===== config.mk =====
export PLATFORM = sky130hd
export DESIGN_NAME = qbus_master
export DESIGN_NICKNAME = d
export VERILOG_FILES = /design/src/logic/qbus_pkg.sv /design/src/logic/bus_req_if.sv /design/src/logic/bus_done_if.sv /design/src/logic/cmd_decode.sv /design/src/logic/bus_cycle.sv /design/src/logic/svc_status.sv /design/src/logic/reply_capture.sv /design/src/logic/qbus_master.sv
export SDC_FILE = /design/constraint.sdc
export NUM_CORES = 1
export LEC_CHECK = 0
export BUFFER_PORTS_ARGS = -buffer_cell sky130_fd_sc_hd__buf_4
export CAP_MARGIN = 20
export CORE_MARGIN = 3
export CORE_UTILIZATION = 60
export CTS_BUF_LIST = sky130_fd_sc_hd__clkbuf_8
export CTS_CLUSTER_DIAMETER = 60
export DETAILED_ROUTE_END_ITERATION = 10
export GPL_ROUTABILITY_DRIVEN = 0
export PLACE_DENSITY_LB_ADDON = 0.2
export SYNTH_ARGS = -nofsm -noshare
export SYNTH_HDL_FRONTEND = slang
export SYNTH_SLANG_ARGS = --single-unit

===== constraint.sdc =====
create_clock -name clk -period 6.6 [get_ports clk]
set_input_delay 0.33 -clock clk [delete_from_list [all_inputs] [get_ports clk]]
set_output_delay 0.33 -clock clk [all_outputs]
set_load 0.02 [all_outputs]

===== src/logic/qbus_pkg.sv =====
package qbus_pkg;

   typedef logic [15:0] word_t;             // address, data and status word
   typedef logic [3:0]  virq_t;             // request levels 4 to 7

   typedef enum logic [2:0]
   {
      OP_READ       = 3'd0,
      OP_WRITE      = 3'd1,
      OP_WRITE_BYTE = 3'd2,
      OP_IACK       = 3'd3,
      OP_READ_SVC   = 3'd4,
      OP_CLR_EVNT   = 3'd5,
      OP_CLR_ACLO   = 3'd6
   } qbus_op_e;

   typedef enum logic [2:0]
   {
      ST_IDLE    = 3'd0,
      ST_ADDR    = 3'd1,
      ST_DATA    = 3'd2,
      ST_RELEASE = 3'd3,
      ST_DONE    = 3'd4
   } bus_state_e;

   localparam int SVC_EVNT_BIT = 12;        // timer event latch
   localparam int SVC_VIRQ_LSB = 8;         // virq levels in 11:8
   localparam int SVC_ACLO_BIT = 7;         // power-fail latch
   localparam int SVC_HALT_BIT = 5;
   localparam int SVC_TOUT_BIT = 4;         // last bus cycle timed out

   // operations that run a cycle on the bus, the rest are local
   function automatic logic is_bus_op(qbus_op_e op);
      return (op == OP_READ) | (op == OP_WRITE) | (op == OP_WRITE_BYTE) | (op == OP_IACK);
   endfunction

endpackage


===== src/logic/bus_req_if.sv =====
`timescale 1ns/10ps

interface bus_req_if import qbus_pkg::*; ();
   logic     req_valid;                     // request held in decode
   qbus_op_e req_op;
   word_t    req_addr;
   word_t    req_wdata;
   logic     req_wtbt;                      // write status for address phase
   logic     req_bus;                       // needs a bus cycle
   logic     req_take;                      // cycle stage accepts request

   modport source
   (
      output req_valid, req_op, req_addr, req_wdata, req_wtbt, req_bus,
      input  req_take
   );

   modport sink
   (
      input  req_valid, req_op, req_addr, req_wdata, req_wtbt, req_bus,
      output req_take
   );
endinterface


===== src/logic/bus_done_if.sv =====
`timescale 1ns/10ps

interface bus_done_if import qbus_pkg::*; ();
   logic     done_stb;                      // one clock per finished cycle
   qbus_op_e done_op;
   word_t    done_rdata;                    // din or iako data
   logic     done_tout;                     // no reply within timeout

   modport source
   (
      output done_stb, done_op, done_rdata, done_tout
   );

   // capture and status both listen on the same pulse
   modport sink
   (
      input  done_stb, done_op, done_rdata, done_tout
   );
endinterface


===== src/logic/cmd_decode.sv =====
`timescale 1ns/10ps

module cmd_decode import qbus_pkg::*;
(
   input  logic      clk,
   input  logic      init,
   input  logic      cmd_stb,
   input  qbus_op_e  cmd_op,
   input  word_t     cmd_addr,
   input  word_t     cmd_wdata,
   output logic      busy,
   bus_req_if.source req
);

   logic accept;                            // command taken this clock

   // entry leaving this clock frees the slot for a new command
   assign busy   = req.req_valid & ~req.req_take;
   assign accept = cmd_stb & ~busy;

   always_ff @(posedge clk or posedge init)
   begin
      if (init)
         req.req_valid <= 1'b0;
      else if (accept)
         req.req_valid <= 1'b1;
      else if (req.req_take)
         req.req_valid <= 1'b0;             // handed to bus cycle
   end

   always_ff @(posedge clk)
   begin
      if (accept)
      begin
         req.req_op    <= cmd_op;
         req.req_addr  <= cmd_addr;
         req.req_wdata <= cmd_wdata;
         req.req_wtbt  <= (cmd_op == OP_WRITE) | (cmd_op == OP_WRITE_BYTE);
         req.req_bus   <= is_bus_op(cmd_op);
      end
   end

endmodule


===== src/logic/bus_cycle.sv =====
`timescale 1ns/10ps

module bus_cycle import qbus_pkg::*;
#(
   parameter int ADDR_CLK    = 2,
   parameter int TIMEOUT_CLK = 64
)
(
   input  logic       clk,
   input  logic       init,
   bus_req_if.sink    req,
   bus_done_if.source done,
   output word_t      bus_ad_out,
   output logic       bus_ad_oe,
   input  word_t      bus_ad_in,
   output logic       bus_sync,
   output logic       bus_din,
   output logic       bus_dout,
   output logic       bus_iako,
   output logic       bus_wtbt,
   input  logic       bus_rply
);

   localparam int CNT_MAX = (TIMEOUT_CLK > ADDR_CLK) ? TIMEOUT_CLK : ADDR_CLK;
   localparam int CNT_W   = $clog2(CNT_MAX) + 1;

   bus_state_e       state;
   logic [CNT_W-1:0] cnt;                   // address hold, then timeout
   logic             rply_meta;
   logic             rply_s;                // synchronized reply
   logic             tout_r;
   qbus_op_e         op_r;
   word_t            addr_r;
   word_t            wdata_r;
   word_t            rdata_r;
   logic             wtbt_r;
   logic             in_addr;
   logic             in_data;

   assign in_addr = (state == ST_ADDR);
   assign in_data = (state == ST_DATA);

   assign req.req_take = (state == ST_IDLE);

   assign bus_sync   = in_data | (state == ST_RELEASE);
   assign bus_din    = in_data & (op_r == OP_READ);
   assign bus_dout   = in_data & wtbt_r;
   assign bus_iako   = in_data & (op_r == OP_IACK);
   assign bus_ad_oe  = in_addr | bus_dout;
   assign bus_ad_out = in_addr ? addr_r : wdata_r;
   assign bus_wtbt   = in_addr ? wtbt_r : bus_dout & (op_r == OP_WRITE_BYTE); // byte in data phase

   assign done.done_stb   = (state == ST_DONE);
   assign done.done_op    = op_r;
   assign done.done_rdata = rdata_r;
   assign done.done_tout  = tout_r;

   always_ff @(posedge clk or posedge init)
   begin
      if (init)
      begin
         rply_meta <= 1'b0;
         rply_s    <= 1'b0;
      end
      else
      begin
         rply_meta <= bus_rply;             // two-flop chain
         rply_s    <= rply_meta;
      end
   end

   always_ff @(posedge clk or posedge init)
   begin
      if (init)
      begin
         state  <= ST_IDLE;
         cnt    <= '0;
         tout_r <= 1'b0;
      end
      else
      begin
         case (state)
            ST_IDLE:
               if (req.req_valid)
               begin
                  cnt    <= '0;
                  tout_r <= 1'b0;
                  state  <= req.req_bus ? ST_ADDR : ST_DONE;
               end
            ST_ADDR:
               if (cnt == CNT_W'(ADDR_CLK - 1))
               begin
                  cnt   <= '0;
                  state <= ST_DATA;         // sync rises here
               end
               else
                  cnt <= cnt + 1'b1;
            ST_DATA:
               if (rply_s)
                  state <= ST_RELEASE;
               else if (cnt == CNT_W'(TIMEOUT_CLK - 1))
               begin
                  tout_r <= 1'b1;
                  state  <= ST_RELEASE;
               end
               else
                  cnt <= cnt + 1'b1;
            ST_RELEASE:
               if (tout_r | ~rply_s)        // slave removed reply
                  state <= ST_DONE;
            ST_DONE:
               state <= ST_IDLE;
            default:
               state <= ST_IDLE;
         endcase
      end
   end

   always_ff @(posedge clk)
   begin
      if (req.req_take & req.req_valid)
      begin
         op_r    <= req.req_op;
         addr_r  <= req.req_addr;
         wdata_r <= req.req_wdata;
         wtbt_r  <= req.req_wtbt;
      end
      if (in_data & rply_s)
         rdata_r <= bus_ad_in;              // din or vector data
   end

endmodule


===== src/logic/svc_status.sv =====
`timescale 1ns/10ps

module svc_status import qbus_pkg::*;
(
   input  logic     clk,
   input  logic     init,
   input  logic     evnt_n,
   input  logic     aclo_n,
   input  virq_t    virq,
   input  logic     halt,
   bus_done_if.sink done,
   output word_t    svc_word
);

   localparam logic [6:0] IN_IDLE = 7'b1100000; // evnt_n and aclo_n idle high

   logic [6:0] in_meta;
   logic [6:0] in_sync;                     // {evnt_n, aclo_n, halt, virq}
   logic       evnt_prev;
   logic       aclo_prev;
   logic       evnt_lat;
   logic       aclo_lat;
   logic       tout_lat;

   always_ff @(posedge clk or posedge init)
   begin
      if (init)
      begin
         in_meta   <= IN_IDLE;
         in_sync   <= IN_IDLE;
         evnt_prev <= 1'b1;
         aclo_prev <= 1'b1;
      end
      else
      begin
         in_meta   <= {evnt_n, aclo_n, halt, virq};
         in_sync   <= in_meta;
         evnt_prev <= in_sync[6];           // for falling edge detect
         aclo_prev <= in_sync[5];
      end
   end

   always_ff @(posedge clk or posedge init)
   begin
      if (init)
      begin
         evnt_lat <= 1'b0;
         aclo_lat <= 1'b0;
         tout_lat <= 1'b0;
      end
      else
      begin
         if (evnt_prev & ~in_sync[6])
            evnt_lat <= 1'b1;               // new edge wins over clear
         else if (done.done_stb && done.done_op == OP_CLR_EVNT)
            evnt_lat <= 1'b0;
         if (aclo_prev & ~in_sync[5])
            aclo_lat <= 1'b1;
         else if (done.done_stb && done.done_op == OP_CLR_ACLO)
            aclo_lat <= 1'b0;
         if (done.done_stb && is_bus_op(done.done_op))
            tout_lat <= done.done_tout;     // result of last bus cycle
      end
   end

   always_comb
   begin
      svc_word                    = '0;
      svc_word[SVC_EVNT_BIT]      = evnt_lat;
      svc_word[SVC_VIRQ_LSB +: 4] = in_sync[3:0];
      svc_word[SVC_ACLO_BIT]      = aclo_lat;
      svc_word[SVC_HALT_BIT]      = in_sync[4];
      svc_word[SVC_TOUT_BIT]      = tout_lat;
   end

endmodule


===== src/logic/reply_capture.sv =====
`timescale 1ns/10ps

module reply_capture import qbus_pkg::*;
(
   input  logic     clk,
   input  logic     init,
   bus_done_if.sink done,
   input  word_t    svc_word,
   output logic     rsp_stb,
   output word_t    rsp_data,
   output logic     rsp_err
);

   always_ff @(posedge clk or posedge init)
   begin
      if (init)
         rsp_stb <= 1'b0;
      else
         rsp_stb <= done.done_stb;          // one clock behind done
   end

   // svc_word here is still the value from before this done pulse
   always_ff @(posedge clk)
   begin
      if (done.done_stb)
      begin
         case (done.done_op)
            OP_READ, OP_IACK: rsp_data <= done.done_rdata;
            OP_READ_SVC:      rsp_data <= svc_word;
            default:          rsp_data <= '0;   // writes and clears
         endcase
         rsp_err <= done.done_tout;
      end
   end

endmodule


===== src/logic/qbus_master.sv =====
`timescale 1ns/10ps

module qbus_master import qbus_pkg::*;
#(
   parameter int ADDR_CLK    = 2,           // address hold before sync
   parameter int TIMEOUT_CLK = 64           // data phase reply limit
)
(
   input  logic     clk,
   input  logic     init,
   input  logic     cmd_stb,
   input  qbus_op_e cmd_op,
   input  word_t    cmd_addr,
   input  word_t    cmd_wdata,
   output logic     busy,
   output logic     rsp_stb,
   output word_t    rsp_data,
   output logic     rsp_err,
   output word_t    bus_ad_out,
   output logic     bus_ad_oe,
   input  word_t    bus_ad_in,
   output logic     bus_sync,
   output logic     bus_din,
   output logic     bus_dout,
   output logic     bus_wtbt,
   output logic     bus_iako,
   input  logic     bus_rply,
   input  logic     evnt_n,
   input  logic     aclo_n,
   input  virq_t    virq,
   input  logic     halt
);

   word_t svc_word;                         // status word into capture

   bus_req_if  req_if ();
   bus_done_if done_if ();

   cmd_decode cmd_decode_i
   (
      .clk       (clk),
      .init      (init),
      .cmd_stb   (cmd_stb),
      .cmd_op    (cmd_op),
      .cmd_addr  (cmd_addr),
      .cmd_wdata (cmd_wdata),
      .busy      (busy),
      .req       (req_if.source)
   );

   bus_cycle #(.ADDR_CLK(ADDR_CLK), .TIMEOUT_CLK(TIMEOUT_CLK)) bus_cycle_i
   (
      .clk        (clk),
      .init       (init),
      .req        (req_if.sink),
      .done       (done_if.source),
      .bus_ad_out (bus_ad_out),
      .bus_ad_oe  (bus_ad_oe),
      .bus_ad_in  (bus_ad_in),
      .bus_sync   (bus_sync),
      .bus_din    (bus_din),
      .bus_dout   (bus_dout),
      .bus_iako   (bus_iako),
      .bus_wtbt   (bus_wtbt),
      .bus_rply   (bus_rply)
   );

   svc_status svc_status_i
   (
      .clk      (clk),
      .init     (init),
      .evnt_n   (evnt_n),
      .aclo_n   (aclo_n),
      .virq     (virq),
      .halt     (halt),
      .done     (done_if.sink),
      .svc_word (svc_word)
   );

   reply_capture reply_capture_i
   (
      .clk      (clk),
      .init     (init),
      .done     (done_if.sink),
      .svc_word (svc_word),
      .rsp_stb  (rsp_stb),
      .rsp_data (rsp_data),
      .rsp_err  (rsp_err)
   );

endmodule


Yosys cells after proc, flatten, opt, wreduce, memory -nomap -nowiden. Index checks and enable logic that the tools add are counted. W data, S select, Z words.

Register bits: 140. Input bits: 62.

Bitwise operators: 25. Equal/unequal tests: 22. Muxes and demuxes: 25. Reductions and logical operators: 15. Add/sub/neg operators: 1.

Operator list (number): $pmux W16 S2 (1); $mux W7 (4); $pmux W7 S3 (1); $eq A3 B2 Y1 const B (6); $mux W3 (6); $mux W16 (1); $eq A3 B3 Y1 const B (4); $ne A2 B2 Y1 const B (6); $pmux W3 S4 (1); $reduce_and A4 Y1 (3); $and A1 B1 Y1 (10); $mux W1 (10); $or A1 B1 Y1 (10); $eq A3 B1 Y1 const B (3); $logic_not A3 Y1 (3); $reduce_bool A2 Y1 (4); $add A7 B1 Y7 const B (1); $eq A7 B1 Y1 const B (1); $eq A7 B6 Y1 const B (1); $not A1 Y1 (5); $logic_and A1 B1 Y1 (3); $ne A3 B2 Y1 const B (1); $reduce_bool A3 Y1 (1); $pmux W1 S2 (1); $reduce_or A2 Y1 (1).

Depth between registers and ports, before layout.
Depth after elaboration: 6. Mapped depth: 6. Gate-level depth less buffers: 6.

Hierarchy. From an unflattened synthesis, not the netlist that was laid out.

Cells, all modules: 294. Area, all modules: 5231.3 um^2.

Modules (own cells, without submodules): bus_cycle (cells each 161, area an instance 2576.2 um^2, times used 1, sequential area each 1886.8 um^2); cmd_decode (cells each 46, area an instance 1188.6 um^2, times used 1, sequential area each 1136.1 um^2); reply_capture (cells each 42, area an instance 784.5 um^2, times used 1, sequential area each 535.5 um^2); svc_status (cells each 45, area an instance 681.9 um^2, times used 1, sequential area each 483.0 um^2).

Least setup slack after synthesis. Ideal clock, no wire load.

Kind: register to register. From: register bus_cycle_i.state[2]. To: register cmd_decode_i.req.req_addr[0] (enable). Setup time: 398 ps. Data required time: 6202 ps. Buffers on the path: 1. Arrival time: 1886 ps. Cell stages (with the launch flop): 5. Path slack: 4316 ps. Path through: dfrtp_1 > clkbuf_1 > nor3_1 > nand2b_1 > and2_1.

Longest elaborated chain between the ends: 5.

Ends and longest elaborated chain: start: declaration (RTL line bus_cycle.sv:27) `bus_state_e state;`; start signal: assignment (RTL line bus_cycle.sv:88) `state <= req.req_bus ? ST_ADDR : ST_DONE;`; $logic_not A3 Y1 (RTL line bus_cycle.sv:43) `assign req.req_take = (state == ST_IDLE);`; $not A1 Y1 (RTL line cmd_decode.sv:18) `assign busy = req.req_valid & ~req.req_take;`; $and A1 B1 Y1 (RTL line cmd_decode.sv:18); $not A1 Y1 (RTL line cmd_decode.sv:19) `assign accept = cmd_stb & ~busy;`; $and A1 B1 Y1 (RTL line cmd_decode.sv:19); via cmd_decode_i.accept (RTL line cmd_decode.sv:15) `logic accept;`; end signal: assignment (RTL line cmd_decode.sv:36) `req.req_addr <= cmd_addr;`; end: declaration (RTL line bus_req_if.sv:14) `output req_valid, req_op, req_addr, req_wdata, req_wtbt, req_bus,`.

The timed path passes the listed nets, and every way through them passes these cells. A chain may end at the register's enable or synchronous reset.

Worst setup path in the final report.
From: register bus_cycle_i.state[0]. To: output bus_ad_out[4].

Longest elaborated chain between the ends: 2.

Ends and longest elaborated chain: $eq A3 B1 Y1 (RTL line bus_cycle.sv:40) `assign in_addr = (state == ST_ADDR);`; $mux W16 (RTL line bus_cycle.sv:50) `assign bus_ad_out = in_addr ? addr_r : wdata_r;`; end: declaration (RTL line qbus_master.sv:19) `output word_t bus_ad_out,`.

No other way between the ends.

==> flow_summary.yaml <==
power_and_ir_drop:
  leakagePower_uw: 0.002496
  powerDensity_nw_per_um2: 414.8
  ir_drop_mv: 0.2912
cts:
  cts_tree: "done"
  htreeDepth: 4
  post-cts-setup-buffers: 0
  root_buffer: "clkbuf_8"
  cts_resized: 0
  ctsHoldBuffers: 9
  clk_pin_slew_ns: 0.09
  cts_buffers: 17
  clockBufferDepth: 2
  clk_latency_ns: 0.44
  clock-sinks: 140
flow_run:
  drv_cap: 0
cells_and_area:
  drive_above_1_share_pct: 40.71
  syn_to_final_growth_pct: 26.81
  fill_cells: 433
  fin_cells: 527
  fin_area_sq_um: 6404
  ff_latch_area_sq_um: 4041
  multiInputGateArea_sq_um: 940.9
  n_antenna_cell: 0
  nNetsFinal: 476
synthesis:
  synth_edf_count: 106
  ys.flop_type: "edfxtp_1"
  synth-seq-cells: 140
  synth_nets: 350
  syn_area_sq_um: 5050
  ys_seq_area_share_pct: 80.03
  synthCells: 286
  syn_avg_cell_area_sq_um: 17.66
  synth_warnings: 0
  async_flop_share_pct: 24.29
  synth_cell_types: 46
die:
  die_h_microns: 97.74
  pin_count: 103
  placeableCoreArea_sq_um: 7928
  die_area_sq_um: 9553
  chipWidth_microns: 97.74
  row_count: 32
  initial_core_util_pct: 63.70
grt:
  grt_max_degree: 38
  grt_usage_pct: 20.25
  gr-total-overflow: 0
  grt_pass1_wl_microns: 14610
  antenna_found_initial: 0
  grt_pass1_vias: 2920
run_status:
  status: "completed"
place:
  dpl.cell_count: 485
  io_buffer_count: 102
  hpwl_microns: 5920
  place_area_sq_um: 5936
critical_path:
  critPathLaunchType: "register"
  critPathArrivalTime_ns: 2.56
  end_kind: "output port"
  cp.required_ns: 6.27
  crit_type: "register to output port"
  cp_max_fo: 15
drt:
  drc: 0
  dr.pass1.iters: 5
  wl_per_cell_microns: 17.47
  routed_wl_microns: 9209
  vias_per_cell: 5.419
  drtAntennaViolNets: 0
  vias: 2856
  dr.first_iter.drc_count: 196
timing:
  rsz0062_at_grt: "no"
  clock_skew_ns: 0.01351
  finalCriticalPeriod_ns: 2.887
  hold_viol: 0
  fmax_mhz: 346.4
  period_share_pct: 43.74
  worst_pin_slew_ns: 0.8425
  finalSetupViolations: 0
  setup-tns-final_ns: 0
  relSlewSlack_pct: 43.84
  drv_slew: 0
min_path:
  min_path_type: "input port to register"
[cells in the final DEF, fill, tap and decap left out, types with 2 or more instances in the layout]
cell type	synthesis	routed
a21o_1	2	2
a21oi_1	7	7
a22o_1	8	8
and2_1	11	9
and2_2	0	2
and3_1	2	2
and3_2	2	2
buf_4	0	105
clkbuf_8	0	18
clkinvlp_4	0	3
dfrtp_1	28	28
dfstp_2	6	6
dlygate4sd3_1	0	9
edfxtp_1	106	106
ha_1	2	2
inv_1	12	12
inv_6	0	7
inv_8	0	3
mux2_2	17	17
nand2_1	5	5
nand2b_1	3	3
nand3_1	8	8
nand3b_1	2	2
nor2_1	9	9
nor2b_1	3	3
nor3_1	3	3
o211ai_1	4	4
o21a_1	2	2
o21ai_0	9	9
o2bb2ai_1	2	2
o31ai_1	3	3
or2_2	3	3
or3_1	2	2
[critical path: stages (launching register included)]
cell	delay [ns]
dfrtp_1	0.60
nor3b_2	0.67
buf_4	0.33
mux2_2	0.36
buf_4	0.16
[worst paths after layout]
path                                    startpoint                             end  depth (start not counted)  slack [ns]
max in group asynchronous                     init         svc_status_i.in_meta[6]                          4        5.71
max                           bus_cycle_i.state[0]                   bus_ad_out[4]                          4        3.71
min in group asynchronous                     init              bus_cycle_i.cnt[1]                          4        0.54
min reg2reg                svc_status_i.in_meta[3]         svc_status_i.in_sync[3]                          0        0.35
max reg2reg                   bus_cycle_i.state[0]              bus_cycle_i.cnt[2]                          4        4.34
min                                   bus_ad_in[0]  bus_cycle_i.done.done_rdata[0]                          1        0.06
[metal layers]
metal  track usage (%)  part of all wire [%]  vias to the layer above
met5                 0                     0                        -
met4             8.626                   1.4                        0
met3             7.571                   8.9                       12
met2             32.58                    51                      137
met1             24.92                    39                     1369
li1                  -                     -                     1338
[power by group]
part	switching, uW	leakage [uW]	internal (uW)
Combinational	416	0.000912	285
Clock	355	0.000184	285
Sequential	93.8	0.00140	1220
Total	865	0.00250	1790
[synth_stat cells (all sizes together) (4+ instances only)]
cell type / number / share of area (%)
o211ai: 4 / 0.59
dfrtp: 28 / 14
and3: 4 / 0.54
nor2: 9 / 0.67
inv: 12 / 0.89
a21oi: 7 / 0.69
a22o: 8 / 1.4
clkbuf: 4 / 0.30
nand3: 9 / 0.99
dfstp: 6 / 3.1
mux2: 17 / 3.8
nand2: 5 / 0.37
edfxtp: 106 / 63
and2: 11 / 1.4
o21ai: 10 / 0.99
[registers in the layout, indices dropped and copies added (netlist names), 3 cells and up]
name and count:
bus_cycle_i.done.done_rdata 16, cmd_decode_i.req.req_op 3, svc_status_i.in_meta 7, bus_cycle_i.wdata_r 16
reply_capture_i.rsp_data 16, bus_cycle_i.cnt 7, cmd_decode_i.req.req_wdata 16, bus_cycle_i.addr_r 16
bus_cycle_i.state 3, svc_status_i.in_sync 7, cmd_decode_i.req.req_addr 16, bus_cycle_i.done.done_op 3
[logic make-up (layout without fill, tap and decap cells)]
group                      Yosys count  after routing  share of synthesized area (%)
xor gates and xnor gates             1              1                         0.1735
adders and majority gates            2              2                         0.4955
muxes                               18             18                          3.989
AOI/OAI and AO/OA                   42             42                          5.798
DFF                                140            140                          80.03
buffers and inverters               19            158                          1.486
and+or+nand+nor                     64             64                          8.028
[final cells by class]
cell class / count / area share (%)
Tap cell: 102 / 1.993
Sequential cell: 140 / 63.11
Clock inverter: 14 / 1.915
Clock buffer: 18 / 3.869
Timing Repair Buffer: 114 / 13.72
Multi-Input combinational cell: 127 / 14.69
Inverter: 12 / 0.7034
[through the flow]
stage | utilization [%] | total power [uW] | hold WS (ns) | setup slack, ns
3_3_place_gp | 74.87 | 1992 | 0.3329 | 4.214
3_5_place_dp | 74.87 | 2026 | 0.3411 | 4.167
5_1_grt | 80.78 | 2796 | 0.02742 | 3.548
6_report | 80.78 | 2657 | 0.06023 | 3.713
4_1_cts | 80.68 | 2668 | 0.03595 | 3.663
2_1_floorplan | - | 1744 | 0.3312 | 4.316
Power figures use the tool's default switching activity.
